$ cat src/shmem_cfg.svh
`ifndef SHMEM_CFG_SVH
`define SHMEM_CFG_SVH

// sizes of the shared memory
`define NUM_CORES	4
`define NUM_BANKS	4
`define WORD_W		16
`define BANK_DEPTH	16

// index widths derived from the sizes above
`define CORE_ID_W	2
`define BANK_ID_W	2
`define WORD_ID_W	4

`endif

$ cat src/dump_addr_counter.sv
`timescale 1ns/1ps
`default_nettype none

`include "shmem_cfg.svh"

module dump_addr_counter
(
	input	wire				clk,
	input	wire				reset,
	input	wire				en,
	output	logic	[`BANK_ID_W-1:0]	bank,
	output	logic	[`WORD_ID_W-1:0]	word,
	output	logic				last
);

	logic	word_wrap;
	logic	bank_wrap;

	assign word_wrap = (word == `WORD_ID_W'(`BANK_DEPTH - 1));
	assign bank_wrap = (bank == `BANK_ID_W'(`NUM_BANKS - 1));

	// word is the fast index, so the walk is bank-major
	always_ff @(posedge clk)
	begin
		if (reset || !en)
		begin
			bank <= '0;
			word <= '0;
		end
		else if (word_wrap)
		begin
			word <= '0;
			bank <= bank_wrap ? '0 : bank + 1'b1;
		end
		else
		begin
			word <= word + 1'b1;
		end
	end

	assign last = en && word_wrap && bank_wrap;

endmodule

`default_nettype wire

$ cat config.mk
export PLATFORM = sky130hd
export DESIGN_NAME = dump_addr_counter
export DESIGN_NICKNAME = d
export VERILOG_FILES = /design/src/dump_addr_counter.sv
export VERILOG_INCLUDE_DIRS = /design/src /design/src/src
export SDC_FILE = /design/constraint.sdc
export NUM_CORES = 1
export LEC_CHECK = 0
export BUFFER_PORTS_ARGS = -buffer_cell sky130_fd_sc_hd__buf_2
export CAP_MARGIN = 20
export CORE_AREA = 2 2 39 41
export DETAILED_ROUTE_END_ITERATION = 10
export DIE_AREA = 0 0 41 43
export PLACE_DENSITY = 0.48
export SLEW_MARGIN = 20
export SYNTH_ARGS = -nofsm -noshare
export SYNTH_HDL_FRONTEND = slang
export SYNTH_SLANG_ARGS = --single-unit
$ cat constraint.sdc
create_clock -name clk -period 3.35 [get_ports clk]
set_input_delay 0.335 -clock clk [delete_from_list [all_inputs] [get_ports clk]]
set_output_delay 0.335 -clock clk [all_outputs]
set_load 0.02 [all_outputs]
==> results_dict.tcl <==
set metrics [dict create \
    crit_start "word[0]" \
    setup_tns_ns 0 \
    io_pins 10 \
    crit_type "register to output pin" \
    placed_area_um2 324 \
    htree_levels 1 \
    hold_violations 0 \
    cts_made_buffers 3 \
    maxSlewHeadroom_pct 85.7 \
    post-route-period-util_pct 49.1 \
    maxCapViolations 0 \
    stdcell_count 54 \
    hold_buffers 0 \
    firstDrtPassIters 2 \
    internal_power_uw 116 \
    setup_violations 0 \
    fillerInstances 151 \
    ant_nets 0 \
    avgRoutedWirePerCell_um 8.57 \
    rsz0062_at_grt "no" \
    overflow 0 \
    grt_first_pass_wirelength_um 772 \
    power.switching_uw 30.7 \
    power_density_nw_per_um2 424 \
    worstSetupStartpointType "register" \
    synth_top_cell_by_area "dfxtp_1" \
    clk-insertion-delay-late_ns 0.24 \
    seq_power_share_pct 50.5 \
    fp.dieW_um 41 \
    multi_input_area_um2 135 \
    synth_nets 31 \
    synth_area_um2 259 \
    synth.distinct_cells 16 \
    seqCellArea_um2 120 \
    clock-sinks 6 \
    path_max_fanout 6 \
    dieArea_um2 1760 \
    yosysSeqAreaShare_pct 46.4 \
    antenna_cells 0 \
    final_common_cell "buf_2" \
    yosys-top-cells-area "dfxtp_1 (46%), ha_1 (9.7%), nor2_1 (4.3%)" \
    post_synth.cell_area_avg_um2 9.96 \
    holdWs_ns 0.401 \
    hp-start "reset" \
    stdcell_area_um2 347 \
    drive_gt1_share_pct 36.8 \
    initial_core_util_pct 18.7 \
    synth_top_area_share_pct 46.4 \
    leakagePower_nw 0.158 \
    yosys_warnings 0 \
    core_um2 1380 \
    drv_slew 0 \
    place_inst 51 \
    post-cts-setup-buffer-count 0 \
    viasPerCell 4.11 \
    rows 14 \
    via_count 222 \
    hold_path_class "input pin to register" \
    grt_antenna_before_repair 0 \
    period_needed_ns 1.64 \
    drc 0 \
    cts_root_buf "clkbuf_4" \
    hpwl_um 364 \
    cts_tree "built" \
    grt_pass1_vias 186 \
    areaGrowthSynthToFinish_pct 33.8 \
    clk_pin_slew_ns 0.05 \
    ctsResizeCount 0 \
    p_comb_share_pct 4.8 \
    r2r-start "word[0]" \
    drt_wl_total_um 463 \
    power_frac_clock_pct 44.8 \
    vdd_drop_max_v 0.000173 \
    portBuffers 9 \
    die-height_um 43 \
    crit_arrival_ns 1.31 \
    syn_inst 26 \
    worstPathRequired_ns 3.01 \
    power_uw 147 \
    status "finished clean" \
    grt_max_degree 7 \
    end_kind "output pin" \
    fmax_ghz 0.608 \
    sw_frac_of_total_pct 20.9 \
    grt_usage_pct 7.24 \
    final_cell_mix "buf_2 (9), dfxtp_1 (6), nor2_1 (3), clkbuf_4 (3)" \
    clockBufferDepth 2 \
    drt_iter0_drc 3 \
    fin_nets 45 \
    ys_seq_elements 6 \
    worst_pin_slew_ns 0.215 \
    gp_congestion 0.611 \
    skew_ns 0.00384 \
]
==> cells by family (layout without fill, tap and decap cells) <==
| group | after synthesis | count (layout) | share of synthesized area, % |
|---|---|---|---|
| DFF | 6 | 6 | 46.4 |
| muxes | 1 | 1 | 3.86 |
| AOI/OAI and AO/OA | 4 | 4 | 9.18 |
| buffers and inverters | 1 | 13 | 1.45 |
| xor gates and xnor gates | 1 | 1 | 3.38 |
| adders and majority gates | 2 | 2 | 9.66 |
| and+or+nand+nor | 11 | 11 | 26.1 |
==> worst paths after layout <==
kind	depth (start not counted)	end	slack, ns
max	4	last	1.71
min	2	word[1]	0.40
max reg2reg	4	bank[0]	2.05
min reg2reg	2	bank[0]	0.50
==> sequential cells by signal, summed over array words and instances (netlist names) <==
| register | cells |
|---|---|
| word | 4 |
| bank | 2 |
==> metal layers <==
| layer | global-route usage [%] | vias to the layer above | share of wire, % |
|---|---|---|---|
| met3 | 7.85 | 0 | 13 |
| met2 | 8.13 | 12 | 38 |
| met5 | 0 | - | 0 |
| met4 | 4.00 | 0 | 0 |
| met1 | 8.06 | 94 | 49 |
| li1 | - | 116 | - |
==> layout make-up <==
class | count | share of cell area [%]
inverters | 1 | 1.08
multi-input cells | 19 | 39.0
flip-flops and latches | 6 | 34.7
well taps | 16 | 5.78
repair buffers | 9 | 13.0
clock buffers | 3 | 6.50
==> critical path: stages (launching register included) <==
cell	delay, ns
dfxtp_1	0.39
ha_1	0.24
nand3_2	0.15
nor2_1	0.12
buf_2	0.16
==> power by group through the flow <==
| stage | logic [mW] | clock network (mW) | registers (mW) |
|---|---|---|---|
| after floorplan | 0.00250 | 0 | 0.0767 |
| after global placement | 0.00721 | 0 | 0.0755 |
| after detailed placement | 0.00712 | 0 | 0.0755 |
| after CTS | 0.00711 | 0.0710 | 0.0742 |
| after global routing | 0.00783 | 0.0759 | 0.0743 |
| final | 0.00699 | 0.0658 | 0.0742 |
==> stage by stage <==
step                      setup slack, ns  utilization [%]
after global placement               1.96             23.4
after global routing                 1.59             25.0
after CTS                            1.67             25.0
after detailed placement             1.94             23.4
after floorplan                      1.83                -
final                                1.71             25.0
==> cell usage after synthesis <==
cell	count
nand2b_1	1
mux2i_1	1
xnor2_1	1
and4b_1	1
or3_1	1
a21oi_2	1
nor2_1	3
nand4b_1	1
nand3_2	1
inv_1	1
ha_1	2
nand2_1	2
dfxtp_1	6
nor3b_1	1
a21oi_1	2
o21ai_0	1
No activity file was read; power rests on OpenSTA's default activity.
