**config.mk**
```make
export PLATFORM = sky130hd
export DESIGN_NAME = dump_ctrl
export DESIGN_NICKNAME = d
export VERILOG_FILES = /design/src/shmem_dump_pkg.sv /design/src/dump_ctrl.sv
export VERILOG_INCLUDE_DIRS = /design/src /design/src/src
export SDC_FILE = /design/constraint.sdc
export NUM_CORES = 1
export LEC_CHECK = 0
export BUFFER_PORTS_ARGS = -buffer_cell sky130_fd_sc_hd__buf_2
export CAP_MARGIN = 0
export CELL_PAD_IN_SITES_DETAIL_PLACEMENT = 1
export CELL_PAD_IN_SITES_GLOBAL_PLACEMENT = 1
export CORE_AREA = 3 3 40 42
export DETAILED_ROUTE_END_ITERATION = 8
export DIE_AREA = 0 0 43 45
export GPL_TIMING_DRIVEN = 0
export PLACE_DENSITY_LB_ADDON = 0.1
export SKIP_CTS_REPAIR_TIMING = 1
export SYNTH_ARGS = -nofsm -noshare
export SYNTH_HDL_FRONTEND = slang
export SYNTH_SLANG_ARGS = --single-unit
```
**constraint.sdc**
```tcl
create_clock -name clk -period 0.9 [get_ports clk]
set_input_delay 0.135 -clock clk [delete_from_list [all_inputs] [get_ports clk]]
set_output_delay 0.135 -clock clk [all_outputs]
set_load 0.005 [all_outputs]
```
**src/shmem_cfg.svh**
```systemverilog
`ifndef SHMEM_CFG_SVH
`define SHMEM_CFG_SVH

// sizes of the shared memory
`define NUM_CORES	4
`define NUM_BANKS	4
`define WORD_W		16
`define BANK_DEPTH	16

// index widths derived from the sizes above
`define CORE_ID_W	2
`define BANK_ID_W	2
`define WORD_ID_W	4

`endif

```
**src/shmem_dump_pkg.sv**
```systemverilog
`default_nettype none

`include "shmem_cfg.svh"

package shmem_dump_pkg;

	typedef enum logic [1:0]
	{
		DUMP_IDLE  = 2'd0,
		DUMP_READ  = 2'd1,
		DUMP_DRAIN = 2'd2	// waits for the last registered read
	} dump_state_t;

	// one streamed word of the memory walk
	typedef struct packed
	{
		logic [`BANK_ID_W-1:0]	bank;
		logic [`WORD_ID_W-1:0]	word;
		logic [`WORD_W-1:0]	data;
	} dump_beat_t;

endpackage

`default_nettype wire

```
**src/dump_ctrl.sv**
```systemverilog
`timescale 1ns/1ps
`default_nettype none

`include "shmem_cfg.svh"

module dump_ctrl
(
	input	wire	clk,
	input	wire	reset,
	input	wire	dump,
	input	wire	last,
	output	logic	count_en,
	output	logic	busy,
	output	logic	valid
);

	import shmem_dump_pkg::*;

	dump_state_t	state;
	dump_state_t	state_next;

	// a pulse outside idle falls through the case and is ignored
	always_comb
	begin
		state_next = state;
		case (state)
			DUMP_IDLE:
				if (dump)
					state_next = DUMP_READ;
			DUMP_READ:
				if (last)
					state_next = DUMP_DRAIN;
			DUMP_DRAIN:
				state_next = DUMP_IDLE;
			default:
				state_next = DUMP_IDLE;
		endcase
	end

	always_ff @(posedge clk)
	begin
		if (reset)
		begin
			state <= DUMP_IDLE;
			valid <= 1'b0;
		end
		else
		begin
			state <= state_next;
			valid <= count_en;	// bank data lands one cycle after the read strobe
		end
	end

	assign count_en = (state == DUMP_READ);
	assign busy = (state != DUMP_IDLE);

endmodule

`default_nettype wire

```
==> results of run 1 <==
## area by class of cell
class                           instances  area (um^2)  share of cell area (%)
Clock buffer                            4        26.28                   12.88
Multi-Input combinational cell          7        56.30                   27.61
Sequential cell                         3        65.06                   31.90
Tap cell                               15        18.77                   9.202
Timing Repair Buffer                    7        37.54                   18.40
## where the power goes
group          leakage, nW  switching (mW)  internal, mW  total, mW
Combinational       0.0533          0.0153        0.0247     0.0400
Clock               0.0150          0.0753         0.166      0.242
Sequential          0.0257         0.00452         0.140      0.144
Total               0.0939          0.0951         0.331      0.426
## logic make-up (layout without fill, tap and decap cells)
logic type	after synthesis	after routing	synth area share, %
and+or+nand+nor	6	6	37.64
buffers and inverters	0	11	0
AOI/OAI and AO/OA	1	1	10.75
DFF	3	3	51.61
## worst min path at each step
stage / end / slack (ns) / start / cells after the start
after global placement: state[0]$_SDFFE_PP0P_ / 0.33 / reset / 2
final: state[0]$_SDFFE_PP0P_ / 0.07 / reset / 2
after floorplan: state[0]$_SDFFE_PP0P_ / 0.20 / reset / 1
after CTS: state[0]$_SDFFE_PP0P_ / 0.07 / reset / 2
after global routing: state[0]$_SDFFE_PP0P_ / 0.06 / reset / 2
after detailed placement: state[0]$_SDFFE_PP0P_ / 0.33 / reset / 2
## cell usage after synthesis
cell type,count,share of area [%]
nor3b_2,1,11
a211oi_2,1,11
nand2b_1,2,11
nor2b_1,1,5.4
or2_1,1,5.4
dfxtp_1,3,52
and2_1,1,5.4
## worst max-delay path, delay by kind of cell, from the launching register on
kind	cells	cell delay, ns
buffers and inverters	1	0.12
DFF	1	0.33
and+or+nand+nor	1	0.21
## metrics by stage
step | hold WS, ns | worst slack, ns
2_1_floorplan | 0.1996 | 0.1903
3_3_place_gp | 0.3298 | 0.09821
4_1_cts | 0.07276 | -0.1682
6_report | 0.07439 | -0.1356
5_1_grt | 0.06233 | -0.1866
3_5_place_dp | 0.3300 | 0.09432
## state kept, by name (all words and copies together), names as in the netlist
signal  cells
state       2
valid       1
## metal layers
layer / up-vias / routed length [um]
li1: 54 / -
met1: 46 / 105
met2: 7 / 152
met3: 2 / 40
met4: 0 / 17
met5: - / 0
==> impl_metrics.toml, run 1 <==
[outcome]
outcome = "complete, but fails checks"
violations = "negative setup slack"

[route]
antenna_left = 0
drt-initial-drc-count = 0
drt_wl_total_um = 315
via_count = 109
drc = 0
post_drt_wl_per_cell_um = 8.750
firstDrtPassIters = 1
drt-vias-per-instance = 3.028

[worst_hold_path]
hp-class = "in2reg"

[worst_setup_path]
crit_chain = "or2_1 -> buf_2"
cp-start-kind = "flip-flop"
path_max_fanout = 3
crit_slowest_cell = "dfxtp_4"
end_kind = "primary output"
required_ns = 0.76
reg2reg_from = "state[1]$_SDFFE_PP0P_"
r2r_end = "state[1]$_SDFFE_PP0P_"
crit_start = "state[1]$_SDFFE_PP0P_"
setup.worst_path.end = "busy"
cp.arrival_ns = 0.90
r2r_slack_ns = 0.04
slowest_delay_ns = 0.33
path_class = "reg2out"
reg2reg_depth = 3

[yosys]
avgSynthCellArea_um2 = 11.64
synth_cells = 10
ys_seq_area_share_pct = 51.61
synth-seq-cells = 3
yosysUniqueCellTypes = 7
syn-cell-area_um2 = 116.4
mappedNetlistNets = 14
yosysWarnings = 0

[global_routing]
grt_usage_pct = 4.485
grt_first_pass_wirelength_um = 476
grt_pass1_vias = 108
use_met2_pct = 5.090
use_met1_pct = 3.110
grt_util_met3_pct = 5.976
grt_start_max_net_pins = 6
grt-busiest-layer = "met3"
antenna_found_initial = 0
overflow = 0

[sta]
maxSlewViolCount = 0
final.period_utilization_pct = 115.1
rsz0062_at_grt = "true"
fin_crit_ns = 1.036
finClkSkew_ns = 0.005073
layout_setup_ws_ns = -0.1356
fmax_ghz = 0.9656
tns_ns = -0.1840
setup_viol = 2
tightest_slew_ns = 0.1614
max-slew-margin-rel_pct = 89.19
hold_viol = 0

[clock_tree]
cts.path.max_buffers = 2
worstSkewPairLatency_ns = 0.24
cts_buffers = 3
h-tree-depth = 1
cts-root-buf = "clkbuf_4"
cts_tree = "done"
path_clk_slew_ns = 0.04
cts_sinks = 3

[final_layout]
nFillCells = 158
syn2layout_area_growth_pct = 75.27
antennaDiodeCount = 0
nets = 26
utilization_pct = 15.87
final_cell_mix = "buf_2, clkbuf_4, nand2b_1"
design_area_um2 = 203.9
layout_commonest_cell = "buf_2"
final-instance-count-excl-fill = 36
layout-drive-gt1-share_pct = 66.67

[pwr]
power_density_nw_per_um2 = 2089
p_leak_nw = 0.09394
max-vdd-ir-drop_uv = 753.2
power_uw = 426.1

[flow_run]
drv_cap = 0

[placement]
numPortBuffers = 6
placed_area_um2 = 165.2
hpwl_um = 230.8
placed_cells = 31
gp_congestion = 0.5841

[die]
dieArea_um2 = 1935
placementRows = 13
die_x_um = 43
initial_core_util_pct = 9.056
core_area_um2 = 1285
die_h_um = 45
io_pins = 7
(Power assumes the default switching activity.)
==> run 2: changes to the inputs <==
--- a/config.mk
+++ b/config.mk
@@ -9,7 +9,7 @@
 export BUFFER_PORTS_ARGS = -buffer_cell sky130_fd_sc_hd__buf_2
 export CAP_MARGIN = 0
 export CELL_PAD_IN_SITES_DETAIL_PLACEMENT = 1
-export CELL_PAD_IN_SITES_GLOBAL_PLACEMENT = 1
+export CELL_PAD_IN_SITES_GLOBAL_PLACEMENT = 2
 export CORE_AREA = 3 3 40 42
 export DETAILED_ROUTE_END_ITERATION = 8
 export DIE_AREA = 0 0 43 45
==> impl_metrics.toml, run 2 (synthesis results as in run 1) <==
[global_routing]
antenna_found_initial = 0
grt_usage_pct = 4.572
grt_start_max_net_pins = 6
grt_pass1_vias = 113
grt_first_pass_wirelength_um = 462
overflow = 0

[worst_setup_path]
cp.arrival_ns = 0.90
cp-start-kind = "flip-flop"
crit_chain = "or2_1 -> buf_2"
reg2reg_depth = 3
slowest_delay_ns = 0.32
path_max_fanout = 4
r2r_slack_ns = 0.05
end_kind = "primary output"
required_ns = 0.76
reg2reg_from = "state[0]$_SDFFE_PP0P_"
crit_slowest_cell = "dfxtp_2"
path_class = "reg2out"
r2r_end = "state[1]$_SDFFE_PP0P_"

[final_layout]
final-instance-count-excl-fill = 36
nFillCells = 159
antennaDiodeCount = 0
syn2layout_area_growth_pct = 73.12
final_cell_mix = "buf_2, clkbuf_4, nand2b_1, dfxtp_2"
largest_register_ffs = 2
layout_commonest_cell = "buf_2"
largestRegisters = "state x2, valid x1"
nets = 26
layout-drive-gt1-share_pct = 66.67
regMostFlops = "state"

[die]
io_pins = 7
die_h_um = 45
die_x_um = 43
core_area_um2 = 1285
initial_core_util_pct = 9.056
dieArea_um2 = 1935
placementRows = 13

[sta]
fin_crit_ns = 1.035
max-slew-margin-rel_pct = 89.54
setup_viol = 2
final.period_utilization_pct = 115.0
maxSlewViolCount = 0
finClkSkew_ns = 0.001639
tightest_slew_ns = 0.1562
whs_ns = 0.08705
rsz0062_at_grt = "true"
fmax_ghz = 0.9663
hold_viol = 0
layout_setup_ws_ns = -0.1348

[clock_tree]
worstSkewPairLatency_ns = 0.24
path_clk_slew_ns = 0.04
h-tree-depth = 1
cts_tree = "done"
cts.path.max_buffers = 2
cts_buffers = 3
cts_sinks = 3
cts-root-buf = "clkbuf_4"

[outcome]
violations = "negative setup slack"
outcome = "complete, but fails checks"

[worst_hold_path]
holdPathEnd = "state[0]$_SDFFE_PP0P_"
min_from = "reset"
whs_path_depth = 2
hp-class = "in2reg"

[flow_run]
drv_cap = 0

[pwr]
p_leak_nw = 0.09334
power_uw = 428.3
power_density_nw_per_um2 = 2126
max-vdd-ir-drop_uv = 592.3

[route]
drt-vias-per-instance = 2.972
via_count = 107
drt_wl_total_um = 308
drc = 0
antenna_left = 0
firstDrtPassIters = 1
post_drt_wl_per_cell_um = 8.556
drt-initial-drc-count = 0

[placement]
numPortBuffers = 6
pre_cts_ws_ns = 0.09646
gp_congestion = 0.5652
placed_cells = 31
run 2: cell counts in the layout (fill, tap and decap cells not counted):
Identical to the previous run, type by type.
run 2: stage by stage:
step	utilization (%)	TNS, ns	instance area (um^2)
floorplan	-	0	116.4
global placement	12.85	0	165.2
detailed placement	12.85	0	165.2
CTS	14.90	-0.2759	191.4
global route	15.68	-0.2610	201.4
finish	15.68	-0.1730	201.4
run 2: area by class of cell:
class                           count  area, um^2  share of cell area, %
Clock buffer                        4       26.28                  13.04
Sequential cell                     3       62.56                  31.06
Tap cell                           15       18.77                  9.317
Multi-Input combinational cell      7       56.30                  27.95
Timing Repair Buffer                7       37.54                  18.63
run 2: report_power, final:
| part | internal [mW] | leakage, nW | switching, mW |
|---|---|---|---|
| clock network | 0.166 | 0.0150 | 0.0713 |
| logic | 0.0272 | 0.0530 | 0.0163 |
| registers | 0.142 | 0.0254 | 0.00504 |
| total | 0.336 | 0.0933 | 0.0927 |
run 2: worst max-delay path, delay by kind of cell (launching register included):
kind | cells | cell delay [ns]
flops | 1 | 0.32
simple gates | 1 | 0.22
buf+inv | 1 | 0.12
run 2: worst max path at each step:
| stage | start | to | cells after the start |
|---|---|---|---|
| floorplan | state[0]$_SDFFE_PP0P_ | state[0]$_SDFFE_PP0P_ | 2 |
| CTS | state[0]$_SDFFE_PP0P_ | busy | 2 |
| global placement | state[0]$_SDFFE_PP0P_ | busy | 2 |
| finish | state[0]$_SDFFE_PP0P_ | busy | 2 |
| detailed placement | state[1]$_SDFFE_PP0P_ | busy | 2 |
| global route | state[0]$_SDFFE_PP0P_ | busy | 2 |
run 2: layer usage:
metal	share of wire (%)	vias to the layer above	global-route usage [%]
li1	-	54	-
met1	37	44	3.118
met2	44	7	4.491
met3	12	2	4.781
met4	6.2	0	9.036
met5	0	-	0
==> run 3: changes to the inputs <==
--- a/config.mk
+++ b/config.mk
@@ -7,7 +7,6 @@
 export NUM_CORES = 1
 export LEC_CHECK = 0
 export BUFFER_PORTS_ARGS = -buffer_cell sky130_fd_sc_hd__buf_2
-export CAP_MARGIN = 0
 export CELL_PAD_IN_SITES_DETAIL_PLACEMENT = 1
 export CELL_PAD_IN_SITES_GLOBAL_PLACEMENT = 2
 export CORE_AREA = 3 3 40 42
@@ -15,7 +14,7 @@
 export DIE_AREA = 0 0 43 45
 export GPL_TIMING_DRIVEN = 0
 export PLACE_DENSITY_LB_ADDON = 0.1
-export SKIP_CTS_REPAIR_TIMING = 1
+export RECOVER_POWER = 50
 export SYNTH_ARGS = -nofsm -noshare
 export SYNTH_HDL_FRONTEND = slang
 export SYNTH_SLANG_ARGS = --single-unit
==> impl_metrics.toml, run 3 (synthesis results as in run 1) <==
[final_layout]
design_area_um2 = 207.7
syn2layout_area_growth_pct = 78.49
layout-drive-gt1-share_pct = 66.67
regArea_um2 = 62.56
multi_input_area_um2 = 62.56
nFillCells = 156
layout_commonest_cell = "buf_2"
regMostFlops = "state"
utilization_pct = 16.16
antennaDiodeCount = 0
largest_register_ffs = 2
final_cell_mix = "buf_2, clkbuf_4, nand2b_1, dfxtp_2"
final-instance-count-excl-fill = 36
nets = 26
largestRegisters = "state x2, valid x1"

[clock_tree]
worstSkewPairLatency_ns = 0.24
cts_tree = "done"
cts.path.max_buffers = 2
path_clk_slew_ns = 0.04
h-tree-depth = 1
cts_buffers = 3
cts-root-buf = "clkbuf_4"
cts_sinks = 3

[global_routing]
grt_start_max_net_pins = 6
grt_pass1_vias = 122
antenna_found_initial = 0
overflow = 0
grt_first_pass_wirelength_um = 496
grt_usage_pct = 4.738

[die]
die_h_um = 45
dieArea_um2 = 1935
initial_core_util_pct = 9.056
die_x_um = 43
io_pins = 7
placementRows = 13
core_area_um2 = 1285

[sta]
fin_crit_ns = 1.027
final.period_utilization_pct = 114.1
hold_viol = 0
maxSlewViolCount = 0
tightest_slew_ns = 0.1724
fmax_ghz = 0.9734
tns_ns = -0.1814
whs_ns = 0.1085
layout_setup_ws_ns = -0.1273
finClkSkew_ns = 0.001642
rsz0062_at_grt = "true"
setup_viol = 2
max-slew-margin-rel_pct = 88.48

[worst_setup_path]
reg2reg_depth = 3
cp-start-kind = "flip-flop"
r2r_slack_ns = 0.06
crit_slowest_cell = "dfxtp_2"
slowest_delay_ns = 0.31
r2r_end = "state[1]$_SDFFE_PP0P_"
crit_start = "state[1]$_SDFFE_PP0P_"
required_ns = 0.76
path_max_fanout = 3
end_kind = "primary output"
setup.worst_path.end = "busy"
reg2reg_from = "state[1]$_SDFFE_PP0P_"
cp.arrival_ns = 0.89
crit_chain = "or2_1 -> buf_2"
path_class = "reg2out"

[route]
via_count = 110
firstDrtPassIters = 1
drt-vias-per-instance = 3.056
post_drt_wl_per_cell_um = 9.083
drc = 0
antenna_left = 0
drt_wl_total_um = 327
drt-initial-drc-count = 0

[pwr]
max-vdd-ir-drop_uv = 583.1
power_uw = 429.6
combPwrFrac_pct = 10.4
power_density_nw_per_um2 = 2068
netSwitchingPower_uw = 93.98
intPower_uw = 335.6
p_leak_nw = 0.09357
clkPwrFrac_pct = 55.3
p_sw_share_pct = 21.88
p_seq_share_pct = 34.3

[placement]
pre_cts_ws_ns = 0.09646
gp_congestion = 0.5652
placed_cells = 31
placed_area_um2 = 165.2
numPortBuffers = 6

[worst_hold_path]
hp-class = "in2reg"

[outcome]
outcome = "complete, but fails checks"
violations = "negative setup slack"

[flow_run]
drv_cap = 0
==> run 3: changes by cell type in the layout (fill, tap and decap cells not counted) <==
cell and change:
nor3b_4 +1, nor3b_2 -1
==> run 3: routing by layer <==
metal	wire (um)	up-vias	track usage [%]
met2	150	7	4.790
met1	120	47	3.357
met5	0	-	0
li1	-	54	-
met4	19	0	9.036
met3	37	2	4.781
==> run 3: what timing repair did <==
action,4_1_cts,5_1_grt
endpoints found under the setup margin,2,3
setup buffers,1,0
resized for setup,2,1
hold buffers,0,0
pin swaps,1,0
==> run 3: power by group through the flow <==
stage	Clock, mW	Sequential [mW]	Combinational (mW)
floorplan	0	0.148	0.0185
global route	0.265	0.149	0.0486
global placement	0	0.149	0.0381
CTS	0.251	0.147	0.0422
finish	0.237	0.147	0.0448
detailed placement	0	0.149	0.0391
==> run 3: final cells by class <==
cell class	instances	area share [%]
Multi-Input combinational cell	7	30.12
Clock buffer	4	12.65
Timing Repair Buffer	7	18.07
Sequential cell	3	30.12
Tap cell	15	9.036
==> run 3: critical path: cells and delay by family, from the launching register on <==
family        cells  cell delay (ns)
buf+inv           1             0.12
simple gates      1             0.22
flops             1             0.31
==> run 3: worst min path at each step <==
stage / cells past startpoint / endpoint / slack [ns] / startpoint
global placement: 2 / state[0]$_SDFFE_PP0P_ / 0.33 / reset
finish: 2 / state[0]$_SDFFE_PP0P_ / 0.11 / reset
floorplan: 1 / state[0]$_SDFFE_PP0P_ / 0.20 / reset
detailed placement: 2 / state[0]$_SDFFE_PP0P_ / 0.34 / reset
CTS: 2 / state[0]$_SDFFE_PP0P_ / 0.08 / reset
global route: 2 / state[0]$_SDFFE_PP0P_ / 0.11 / reset
