## config.mk

```make
export PLATFORM = sky130hd
export DESIGN_NAME = mem_bank
export DESIGN_NICKNAME = d
export VERILOG_FILES = /design/src/shmem_req_pkg.sv /design/src/mem_bank.sv
export VERILOG_INCLUDE_DIRS = /design/src /design/src/src
export SDC_FILE = /design/constraint.sdc
export NUM_CORES = 1
export LEC_CHECK = 0
export BUFFER_PORTS_ARGS = -buffer_cell sky130_fd_sc_hd__buf_2
export CELL_PAD_IN_SITES_DETAIL_PLACEMENT = 1
export CELL_PAD_IN_SITES_GLOBAL_PLACEMENT = 2
export CORE_MARGIN = 1
export CORE_UTILIZATION = 49
export DETAILED_ROUTE_END_ITERATION = 12
export GPL_TIMING_DRIVEN = 0
export PLACE_DENSITY = 0.82
export SLEW_MARGIN = 40
export SYNTH_ARGS = -nofsm -noshare
export SYNTH_HDL_FRONTEND = slang
export SYNTH_SLANG_ARGS = --single-unit
```

## constraint.sdc

```tcl
create_clock -name clk -period 3.39 [get_ports clk]
set_input_delay 0.8475 -clock clk [delete_from_list [all_inputs] [get_ports clk]]
set_output_delay 0.8475 -clock clk [all_outputs]
set_load 0.03 [all_outputs]
```

## src/shmem_cfg.svh

```systemverilog
`ifndef SHMEM_CFG_SVH
`define SHMEM_CFG_SVH

// sizes of the shared memory
`define NUM_CORES	4
`define NUM_BANKS	4
`define WORD_W		16
`define BANK_DEPTH	16

// index widths derived from the sizes above
`define CORE_ID_W	2
`define BANK_ID_W	2
`define WORD_ID_W	4

`endif

```

## src/shmem_req_pkg.sv

```systemverilog
`default_nettype none

`include "shmem_cfg.svh"

package shmem_req_pkg;

	typedef enum logic [1:0]
	{
		OP_NONE  = 2'd0,
		OP_READ  = 2'd1,
		OP_WRITE = 2'd2
	} op_t;

	// one core's request as it arrives at the top
	typedef struct packed
	{
		op_t			op;
		logic [`BANK_ID_W-1:0]	bank;	// top address bits select the bank
		logic [`WORD_ID_W-1:0]	word;
		logic [`WORD_W-1:0]	wdata;
	} core_req_t;

	// what a single bank executes in one cycle
	typedef struct packed
	{
		logic			rd;
		logic			wr;
		logic [`WORD_ID_W-1:0]	word;
		logic [`WORD_W-1:0]	wdata;
		logic [`CORE_ID_W-1:0]	core;	// winner of the bank, zero on dump reads
	} bank_cmd_t;

endpackage

`default_nettype wire

```

## src/mem_bank.sv

```systemverilog
`timescale 1ns/1ps
`default_nettype none

`include "shmem_cfg.svh"

module mem_bank
(
	input	wire				clk,
	input	wire				reset,
	input	wire	shmem_req_pkg::bank_cmd_t	cmd,
	output	logic	[`WORD_W-1:0]		rdata
);

	logic	[`WORD_W-1:0]	mem	[`BANK_DEPTH];

	// the whole bank is zeroed on the reset edge
	always_ff @(posedge clk)
	begin
		if (reset)
		begin
			for (int i = 0; i < `BANK_DEPTH; i++)
				mem[i] <= '0;
		end
		else if (cmd.wr)
		begin
			mem[cmd.word] <= cmd.wdata;
		end
	end

	// read data stays put between read strobes
	always_ff @(posedge clk)
	begin
		if (cmd.rd)
			rdata <= mem[cmd.word];
	end

endmodule

`default_nettype wire

```

==> out/metrics.cfg, run 1 <==
[run_status]
status=complete, no violations

[sta]
period_needed_ns=2.54
grt_setup_unrepaired=false
hold_viol_final=0
fin_skew_ns=0.0108
fin_crit_sh=0.750
drv_slew=0
relSlewSlack=0.501
setup_tns_ns=0
worst_pin_slew_ns=0.743
fmax_mhz=394
finalWorstSetupSlack_ns=0.849
finalSetupViolCount=0

[clock_tree]
htree_num_levels=1
root_buffer=clkbuf_16
clkTransAtPathRegs_ns=0.06
cts_hold_buf=0
post-cts-setup-buffer-count=0
post_cts_resized=0
cts.path.max_buffers=3
clk-insertion-delay-late_ns=0.54
cts_made_buffers=29
clock_sinks=272
cts_tree=done

[routing]
vias=6426
drtPass1Iterations=4
m1WireLength_um=12300
maxUsedRoutingLayer=met4
routedWlPerCell_um=24.2
drtIter0Drc=490
vias_per_cell=5.57
drcViolationCount=0
dr_wl_met2_um=13900
route.met3.wl_um=1080
drtAntennaViolNets=0
finalWirelength_um=27900

[setup_path]
cp_max_fo=16
crit_arrival_ns=2.71
required_ns=3.56
path_cells=buf_2 > buf_4 > nand2_1 > nor2_1 > or2_2
cp_slowest_cell=nor2_1
worstSetupPathType=in -> reg
startpoint_type=input pin
path_buf_inv=2
cpLargestDelayFamily=simple AND/OR/NAND/NOR gates
critPathMaxStageDelay_ns=0.58
end_kind=register

[global_route]
grt_pass1_vias=7052
grt_remaining_overflow=0
grt_usage=0.231
grt_max_degree=17
grt_pass1_wl_um=43200
antenna_found_initial=0

[finish]
finalInstanceArea_um2=13600
final_common_cell=edfxtp_1
final_nets=834
finalNonFillerCells=1153
num-fill-cells=2274
n_antenna_cell=0
syn_to_final_growth_pct=12.8
drive_above_1_share=0.222
postLayoutCoreUtil=0.561
final_cell_mix=edfxtp_1, and2_1, mux4_2, buf_2, clkbuf_1

[synth]
syn-instance-count=740
yosys_register_bits=272
synth_warnings=0
syn_nets=766
syn_area_um2=12100
synth_cell_types=21
synth.avg_cell_area_um2=16.3
yosysSeqAreaShare=0.677

[power_and_ir_drop]
powerDensity_nw_per_um2=567
p_int_mw=6.05
seqPwrFrac=0.514
swShare=0.215
pwr-share-comb=0.072
pwr-share-clk=0.414
ir_drop_mv=0.367
power_leakage_nw=4.76
p_switching_mw=1.66

[place]
place_congestion=0.762
post_dp_cell_area_um2=12600
port-buffer-count=37
placedCellCount=1101
dp.final_hpwl_um=20000
dp_slack_ns=0.281

[die]
die_h_um=159
die_w_um=159
core-area_um2=24200
start_util=0.497
rows=57
die_area_um2=25200
pin_count=42

[job]
max_cap_violations=0

[hold_path]
hold_class=in -> reg

## through the flow
stage	total power [mW]	hold slack, ns
5_1_grt	7.90	0.682
6_report	7.71	0.684
3_3_place_gp	4.56	0.754
4_1_cts	7.75	0.658
2_1_floorplan	4.36	0.710
3_5_place_dp	4.59	0.757
## power by group through the flow
| stage | clock network (mW) | logic, mW | registers, mW |
|---|---|---|---|
| detailed placement | 0 | 0.559 | 4.03 |
| CTS | 3.23 | 0.563 | 3.96 |
| global route | 3.33 | 0.594 | 3.98 |
| global placement | 0 | 0.546 | 4.01 |
| finish | 3.19 | 0.558 | 3.96 |
| floorplan | 0 | 0.318 | 4.04 |
## cell type report
| type | instances | area, µm² | area share |
|---|---|---|---|
| repair buffers | 37 | 185 | 0.0136 |
| flip-flops and latches | 272 | 8170 | 0.601 |
| clock inverters | 16 | 196 | 0.0144 |
| multi-input cells | 411 | 3640 | 0.268 |
| plain buffers | 57 | 246 | 0.0181 |
| well taps | 324 | 405 | 0.0298 |
| clock buffers | 36 | 752 | 0.0553 |
## cells by family after synthesis
kind of cell | Yosys count | share of synthesized area
buffers and inverters | 57 | 0.0202
flip-flops | 272 | 0.677
AND/OR/NAND/NOR | 315 | 0.163
AO/OA/AOI/OAI | 32 | 0.0199
multiplexers | 64 | 0.120
## routing by layer
metal  track usage  vias up
met5             0        -
met4        0.0568        0
met3        0.0253       41
met2         0.388      139
met1         0.325     3361
li1              -     2885
## path summary, 6_finish.rpt
kind                            startpoint  slack, ns  depth (start not counted)           to
worst max-delay path               cmd[18]       0.85                          5  mem[11][10]
worst min-delay path                cmd[5]       0.68                          2    mem[3][3]
worst max register to register   mem[3][5]       1.89                          3     rdata[5]
worst min register to register   mem[6][2]       0.77                          3     rdata[2]
## registers in the layout, indices dropped and copies added, names as in the netlist
signal,count
mem,256
rdata,16
## cell usage after synthesis, drive strengths merged
cell type	n	area, µm²
edfxtp	272	8170
and2	257	1610
mux4	64	1440
clkbuf	42	161
a22oi	32	240
nand2	17	63.8
or2	16	100
buf	15	82.6
nor2	13	73.8
nor3	4	41.3
nand2b	2	12.5
nand4bb	2	22.5
nor2b	2	12.5
nand4b	1	15.0
or4b	1	13.8
Power figures use the tool's default switching activity.
==> run 2, diff against run 1 <==
CORE_UTILIZATION = 47   (was 49)
PLACE_DENSITY = 0.79   (was 0.82)
clock period = 2.4 ns   (was 3.39 ns; I/O delays follow)
==> run 2 against run 1 <==
Worst setup slack lost 0.74 ns. Combinational power grew 41%. Clock power grew 30%. Sequential share of layout area grew 0.31 points. Worst hold slack lost 0.26 ns. Clock-buffer cell count shrank 4. Power grew 37%. Global-route usage shrank 0.81 points. Sequential cell count is the same. Sequential power grew 41%.
==> out/metrics.cfg, run 2 (synthesis results as in run 1) <==
[routing]
routedWlPerCell_um=24.3  ; +0.37%
vias_per_cell=5.54  ; -0.57%
finalWirelength_um=28100  ; +0.81%
vias=6417  ; -0.14%
drtAntennaViolNets=0  ; unchanged
drtIter0Drc=490  ; unchanged
drcViolationCount=0  ; unchanged
drtPass1Iterations=5  ; +1

[setup_path]
crit_arrival_ns=2.46  ; -0.25 ns
startpoint_type=input pin
critPathMaxStageDelay_ns=0.57  ; about the same
cp_slowest_cell=nor3_2
cp_max_fo=16  ; unchanged
worstSetupPathType=in -> reg
path_cells=buf_2 > clkbuf_1 > nand4bb_1 > nor3_2 > or2_2
end_kind=register
path_buf_inv=2  ; unchanged
required_ns=2.57  ; -0.99 ns
cpLargestDelayFamily=simple AND/OR/NAND/NOR gates

[place]
place_congestion=0.808  ; +6.0%
dp.final_hpwl_um=20300  ; +1.4%
port-buffer-count=37  ; unchanged
placedCellCount=1107  ; +0.54%
dp_slack_ns=-0.470  ; -0.751 ns

[clock_tree]
clkTransAtPathRegs_ns=0.06  ; about the same
clk-insertion-delay-late_ns=0.53  ; about the same
clock_sinks=272  ; unchanged
cts_tree=done
cts_made_buffers=28  ; -3.4%
root_buffer=clkbuf_16
post_cts_resized=0  ; unchanged
cts.path.max_buffers=3  ; unchanged
htree_num_levels=1  ; unchanged

[finish]
regMostFlops=mem
final_cell_mix=edfxtp_1, and2_1, mux4_2, buf_2, clkbuf_1
finalNonFillerCells=1158  ; +0.43%
top_regs=mem: 256 flops, rdata: 16 flops
syn_to_final_growth_pct=12.2
n_antenna_cell=0  ; unchanged
largest_reg_flops=256  ; unchanged
final_nets=833  ; -0.12%
drive_above_1_share=0.223  ; +0.00148
final_common_cell=edfxtp_1

[sta]
fin_crit_sh=0.957
worst_hold_slack_ns=0.427  ; -0.257 ns
finalWorstSetupSlack_ns=0.104  ; -0.745 ns
drv_slew=0  ; unchanged
period_needed_ns=2.30
fmax_mhz=436
finalSetupViolCount=0  ; unchanged
relSlewSlack=0.525  ; +0.0245
worst_pin_slew_ns=0.707  ; -0.0364 ns
hold_viol_final=0  ; unchanged
grt_setup_unrepaired=true
fin_skew_ns=0.00867  ; -0.00211 ns

[global_route]
grt_usage=0.223  ; -0.00811
grt_max_degree=17  ; unchanged
antenna_found_initial=0  ; unchanged
grt_pass1_vias=7068  ; +0.23%
grt_pass1_wl_um=42700  ; -1.1%
grt_remaining_overflow=0  ; unchanged

[die]
die_w_um=162  ; +2.1%
rows=58  ; +1.8%
start_util=0.479  ; -0.0184
pin_count=42  ; unchanged
core-area_um2=25200  ; +3.8%
die_h_um=162  ; +2.1%
die_area_um2=26300  ; +4.2%

[hold_path]
hold_class=in -> reg

[power_and_ir_drop]
powerDensity_nw_per_um2=778  ; +37%
ir_drop_mv=0.412  ; +12%
power_leakage_nw=4.73  ; -0.60%

[run_status]
status=complete, no violations

[job]
max_cap_violations=0  ; unchanged

-- run 2: changes by cell type in the layout (fill, tap and decap cells not counted), sizes merged --
cell / delta
clkinv: +6
clkbuf: -4
bufinv: -3
-- run 2: cell type report --
| cell class | instances | area (µm²) |
|---|---|---|
| plain buffers | 57 | 246 |
| clock buffers | 32 | 737 |
| clock inverters | 19 | 134 |
| fillers | 2385 | 11700 |
| multi-input cells | 411 | 3640 |
| flip-flops and latches | 272 | 8170 |
| well taps | 330 | 413 |
| repair buffers | 37 | 185 |
-- run 2: worst paths after layout --
kind / endpoint / slack [ns] / cells after the start / startpoint
setup / recovery: mem[8][11] / 0.10 / 5 / reset
hold / removal: mem[3][4] / 0.43 / 2 / cmd[6]
hold reg to reg: rdata[12] / 0.77 / 3 / mem[4][12]
setup reg to reg: rdata[2] / 0.89 / 3 / mem[3][2]
-- run 2: worst reg2reg max path, stage by stage, from the launching register on --
cell      delay [ns]
edfxtp_1        0.35
mux4_2          0.55
a22oi_1         0.25
nand2_1         0.09
-- run 2: metal layers --
metal,wire length [µm],track usage
met5,0,0
met4,490,0.0493
met3,1260,0.0258
met2,14300,0.385
met1,12100,0.306
-- run 2: metrics by stage --
stage,setup TNS (ns),util,power (mW),area [µm²]
after floorplan,0,-,6.16,12100
after global placement,-67.26,0.503,6.44,12700
after detailed placement,-85.78,0.503,6.49,12700
after CTS,0,0.537,10.6,13500
after global routing,-0.390,0.537,10.8,13500
final,0,0.537,10.5,13500
-- run 2: timing repair --
item / in CTS / in global routing
setup endpoints to repair: 0 / 20
hold buffers: 0 / 0
setup buffers: 0 / 0
-- run 2: where the power goes --
part	internal (mW)	total [mW]	leakage, nW	switching, mW
registers	5.52	5.59	2.60	0.0753
clock network	2.39	4.15	0.435	1.75
logic	0.292	0.787	1.70	0.495
total	8.20	10.5	4.73	2.32
==> run 3, diff against run 2 <==
PLACE_DENSITY = unset   (was 0.79)
PLACE_DENSITY_LB_ADDON = 0.25   (was unset)
SETUP_SLACK_MARGIN = 0.5   (was unset)
==> run 3 against run 2 <==
Global-route usage grew 0.30 points. Worst hold slack lost 0.018 ns. Register-to-register slack better by 0.02 ns. Clock-buffer cell count grew 1. Wire length up 2.0%. Utilization rose by 1.3 points. Sequential cell count did not move. Largest cell class unchanged.
==> out/metrics.cfg, run 3 (synthesis results as in run 1) <==
[sta]
fin_crit_sh=0.778  ; -0.178
fin_skew_ns=0.0139  ; +0.00524 ns
fmax_mhz=535  ; +23%
period_needed_ns=1.87  ; -0.428 ns
relSlewSlack=0.586  ; +0.0612
finalSetupViolCount=0  ; unchanged
worst_hold_slack_ns=0.408  ; -0.0185 ns
setup_tns_ns=0  ; unchanged
hold_viol_final=0  ; unchanged
finalWorstSetupSlack_ns=0.532  ; +0.428 ns
grt_setup_unrepaired=true
drv_slew=0  ; unchanged
worst_pin_slew_ns=0.621  ; -0.0864 ns

[global_route]
grt_pass1_vias=7074  ; +0.085%
grt_max_degree=17  ; unchanged
antenna_found_initial=1  ; +1
grt_usage=0.226  ; +0.00304
grt_remaining_overflow=0  ; unchanged
grt_pass1_wl_um=43100  ; +0.99%

[clock_tree]
root_buffer=clkbuf_16
cts.path.max_buffers=3  ; unchanged
clk-insertion-delay-late_ns=0.55  ; +0.02 ns
cts_tree=done
cts_hold_buf=0  ; unchanged
htree_num_levels=1  ; unchanged
clkTransAtPathRegs_ns=0.06  ; about the same
clock_sinks=272  ; unchanged
cts_made_buffers=29  ; +3.6%

[power_and_ir_drop]
pwr-share-comb=0.076  ; about the same
p_int_mw=8.47  ; +3.3%
powerDensity_nw_per_um2=786  ; +1.0%
pwr-share-clk=0.410  ; +0.016
p_switching_mw=2.42  ; +4.0%
swShare=0.222  ; +0.00112
power_leakage_nw=4.86  ; +2.7%
ir_drop_mv=0.588  ; +43%
seqPwrFrac=0.514  ; -0.017

[die]
die_w_um=162  ; unchanged
core-area_um2=25200  ; unchanged
die_h_um=162  ; unchanged
die_area_um2=26300  ; unchanged
start_util=0.479  ; unchanged
pin_count=42  ; unchanged
rows=58  ; unchanged

[routing]
drtPass1Iterations=4  ; -1
drtIter0Drc=429  ; -12%
drtAntennaViolNets=0  ; unchanged
routedWlPerCell_um=24.6  ; +1.3%
vias=6436  ; +0.30%
drcViolationCount=0  ; unchanged
vias_per_cell=5.52  ; -0.39%
finalWirelength_um=28700  ; +2.0%

[finish]
final_cell_mix=edfxtp_1, and2_1, mux4_2, buf_2, a22oi_1
regMostFlops=mem
largest_reg_flops=256  ; unchanged
n_antenna_cell=0  ; unchanged
syn_to_final_growth_pct=14.9
final_nets=840  ; +0.84%
top_regs=mem: 256 flops, rdata: 16 flops
final_common_cell=edfxtp_1
num-fill-cells=2341  ; -1.8%
drive_above_1_share=0.260  ; +0.0361

[setup_path]
worstSetupPathType=in -> reg
cp_max_fo=16  ; unchanged
startpoint_type=input pin
end_kind=register
crit_arrival_ns=2.09  ; -0.37 ns
required_ns=2.62  ; +0.05 ns

[hold_path]
hold_class=in -> reg

[run_status]
status=complete, no violations

[job]
max_cap_violations=0  ; unchanged

[place]
port-buffer-count=37  ; unchanged
dp.final_hpwl_um=20500  ; +1.3%
place_congestion=0.812  ; +0.50%
dp_slack_ns=-0.401  ; +0.0688 ns

==> run 3: cell count changes in the layout (fill, tap and decap cells not counted), moves of 4 or more <==
cell,previous run,this run
clkbuf_2,5,15
nor2_2,1,5
clkbuf_1,40,30
buf_4,3,10
nor2_4,3,7
buf_6,0,4
or2_4,0,17
buf_2,49,39
or2_2,16,1
nor2_1,9,1
==> run 3: layout make-up <==
class                   count  area (µm²)  area share
clock inverters            20         205      0.0148
flip-flops and latches    272        8170       0.590
multi-input cells         413        3790       0.273
repair buffers             41         215      0.0155
plain buffers              57         322      0.0232
well taps                 330         413      0.0298
clock buffers              33         741      0.0535
==> run 3: metrics by stage <==
stage                     area, µm²  instances  utilization  power (mW)
after floorplan               12200        740            -        6.18
after global placement        12800       1107        0.507        6.47
after detailed placement      12800       1107        0.507        6.51
after CTS                     13800       1161        0.546        11.0
after global routing          13900       1166        0.550        11.2
final                         13900       1166        0.550        10.9
==> run 3: final timing paths <==
check              from         to  slack [ns]  depth (start not counted)
max             cmd[20]  mem[0][9]        0.53                          4
min              cmd[3]  mem[0][1]        0.41                          2
max reg2reg  mem[2][15]  rdata[15]        0.91                          3
min reg2reg  mem[6][11]  rdata[11]        0.75                          3
==> run 3: power groups by stage <==
stage	sequential (mW)	clock [mW]	combinational (mW)
detailed placement	5.70	0	0.816
floorplan	5.71	0	0.474
finish	5.59	4.46	0.832
CTS	5.60	4.53	0.825
global placement	5.67	0	0.799
global route	5.62	4.71	0.888
==> run 3: worst max-delay path: stages <==
cell    delay [ns]
buf_2         0.16
or4b_4        0.64
nor3_4        0.31
or2_4         0.35
==> run 3: repair_timing <==
| action | in CTS | in global routing |
|---|---|---|
| endpoints found under the hold margin | 0 | 0 |
| gates cloned | 0 | 2 |
| endpoints found under the setup margin | 177 | 308 |
| pin swaps | 1 | 1 |
| setup buffers | 1 | 3 |
| gates resized for setup | 12 | 23 |
==> run 3: per-layer routing <==
layer / vias up / track usage / part of all wire
met5: - / 0 / 0
met4: 0 / 0.0510 / 0.013
met3: 31 / 0.0406 / 0.049
met2: 123 / 0.386 / 0.51
met1: 3380 / 0.303 / 0.43
li1: 2902 / - / -
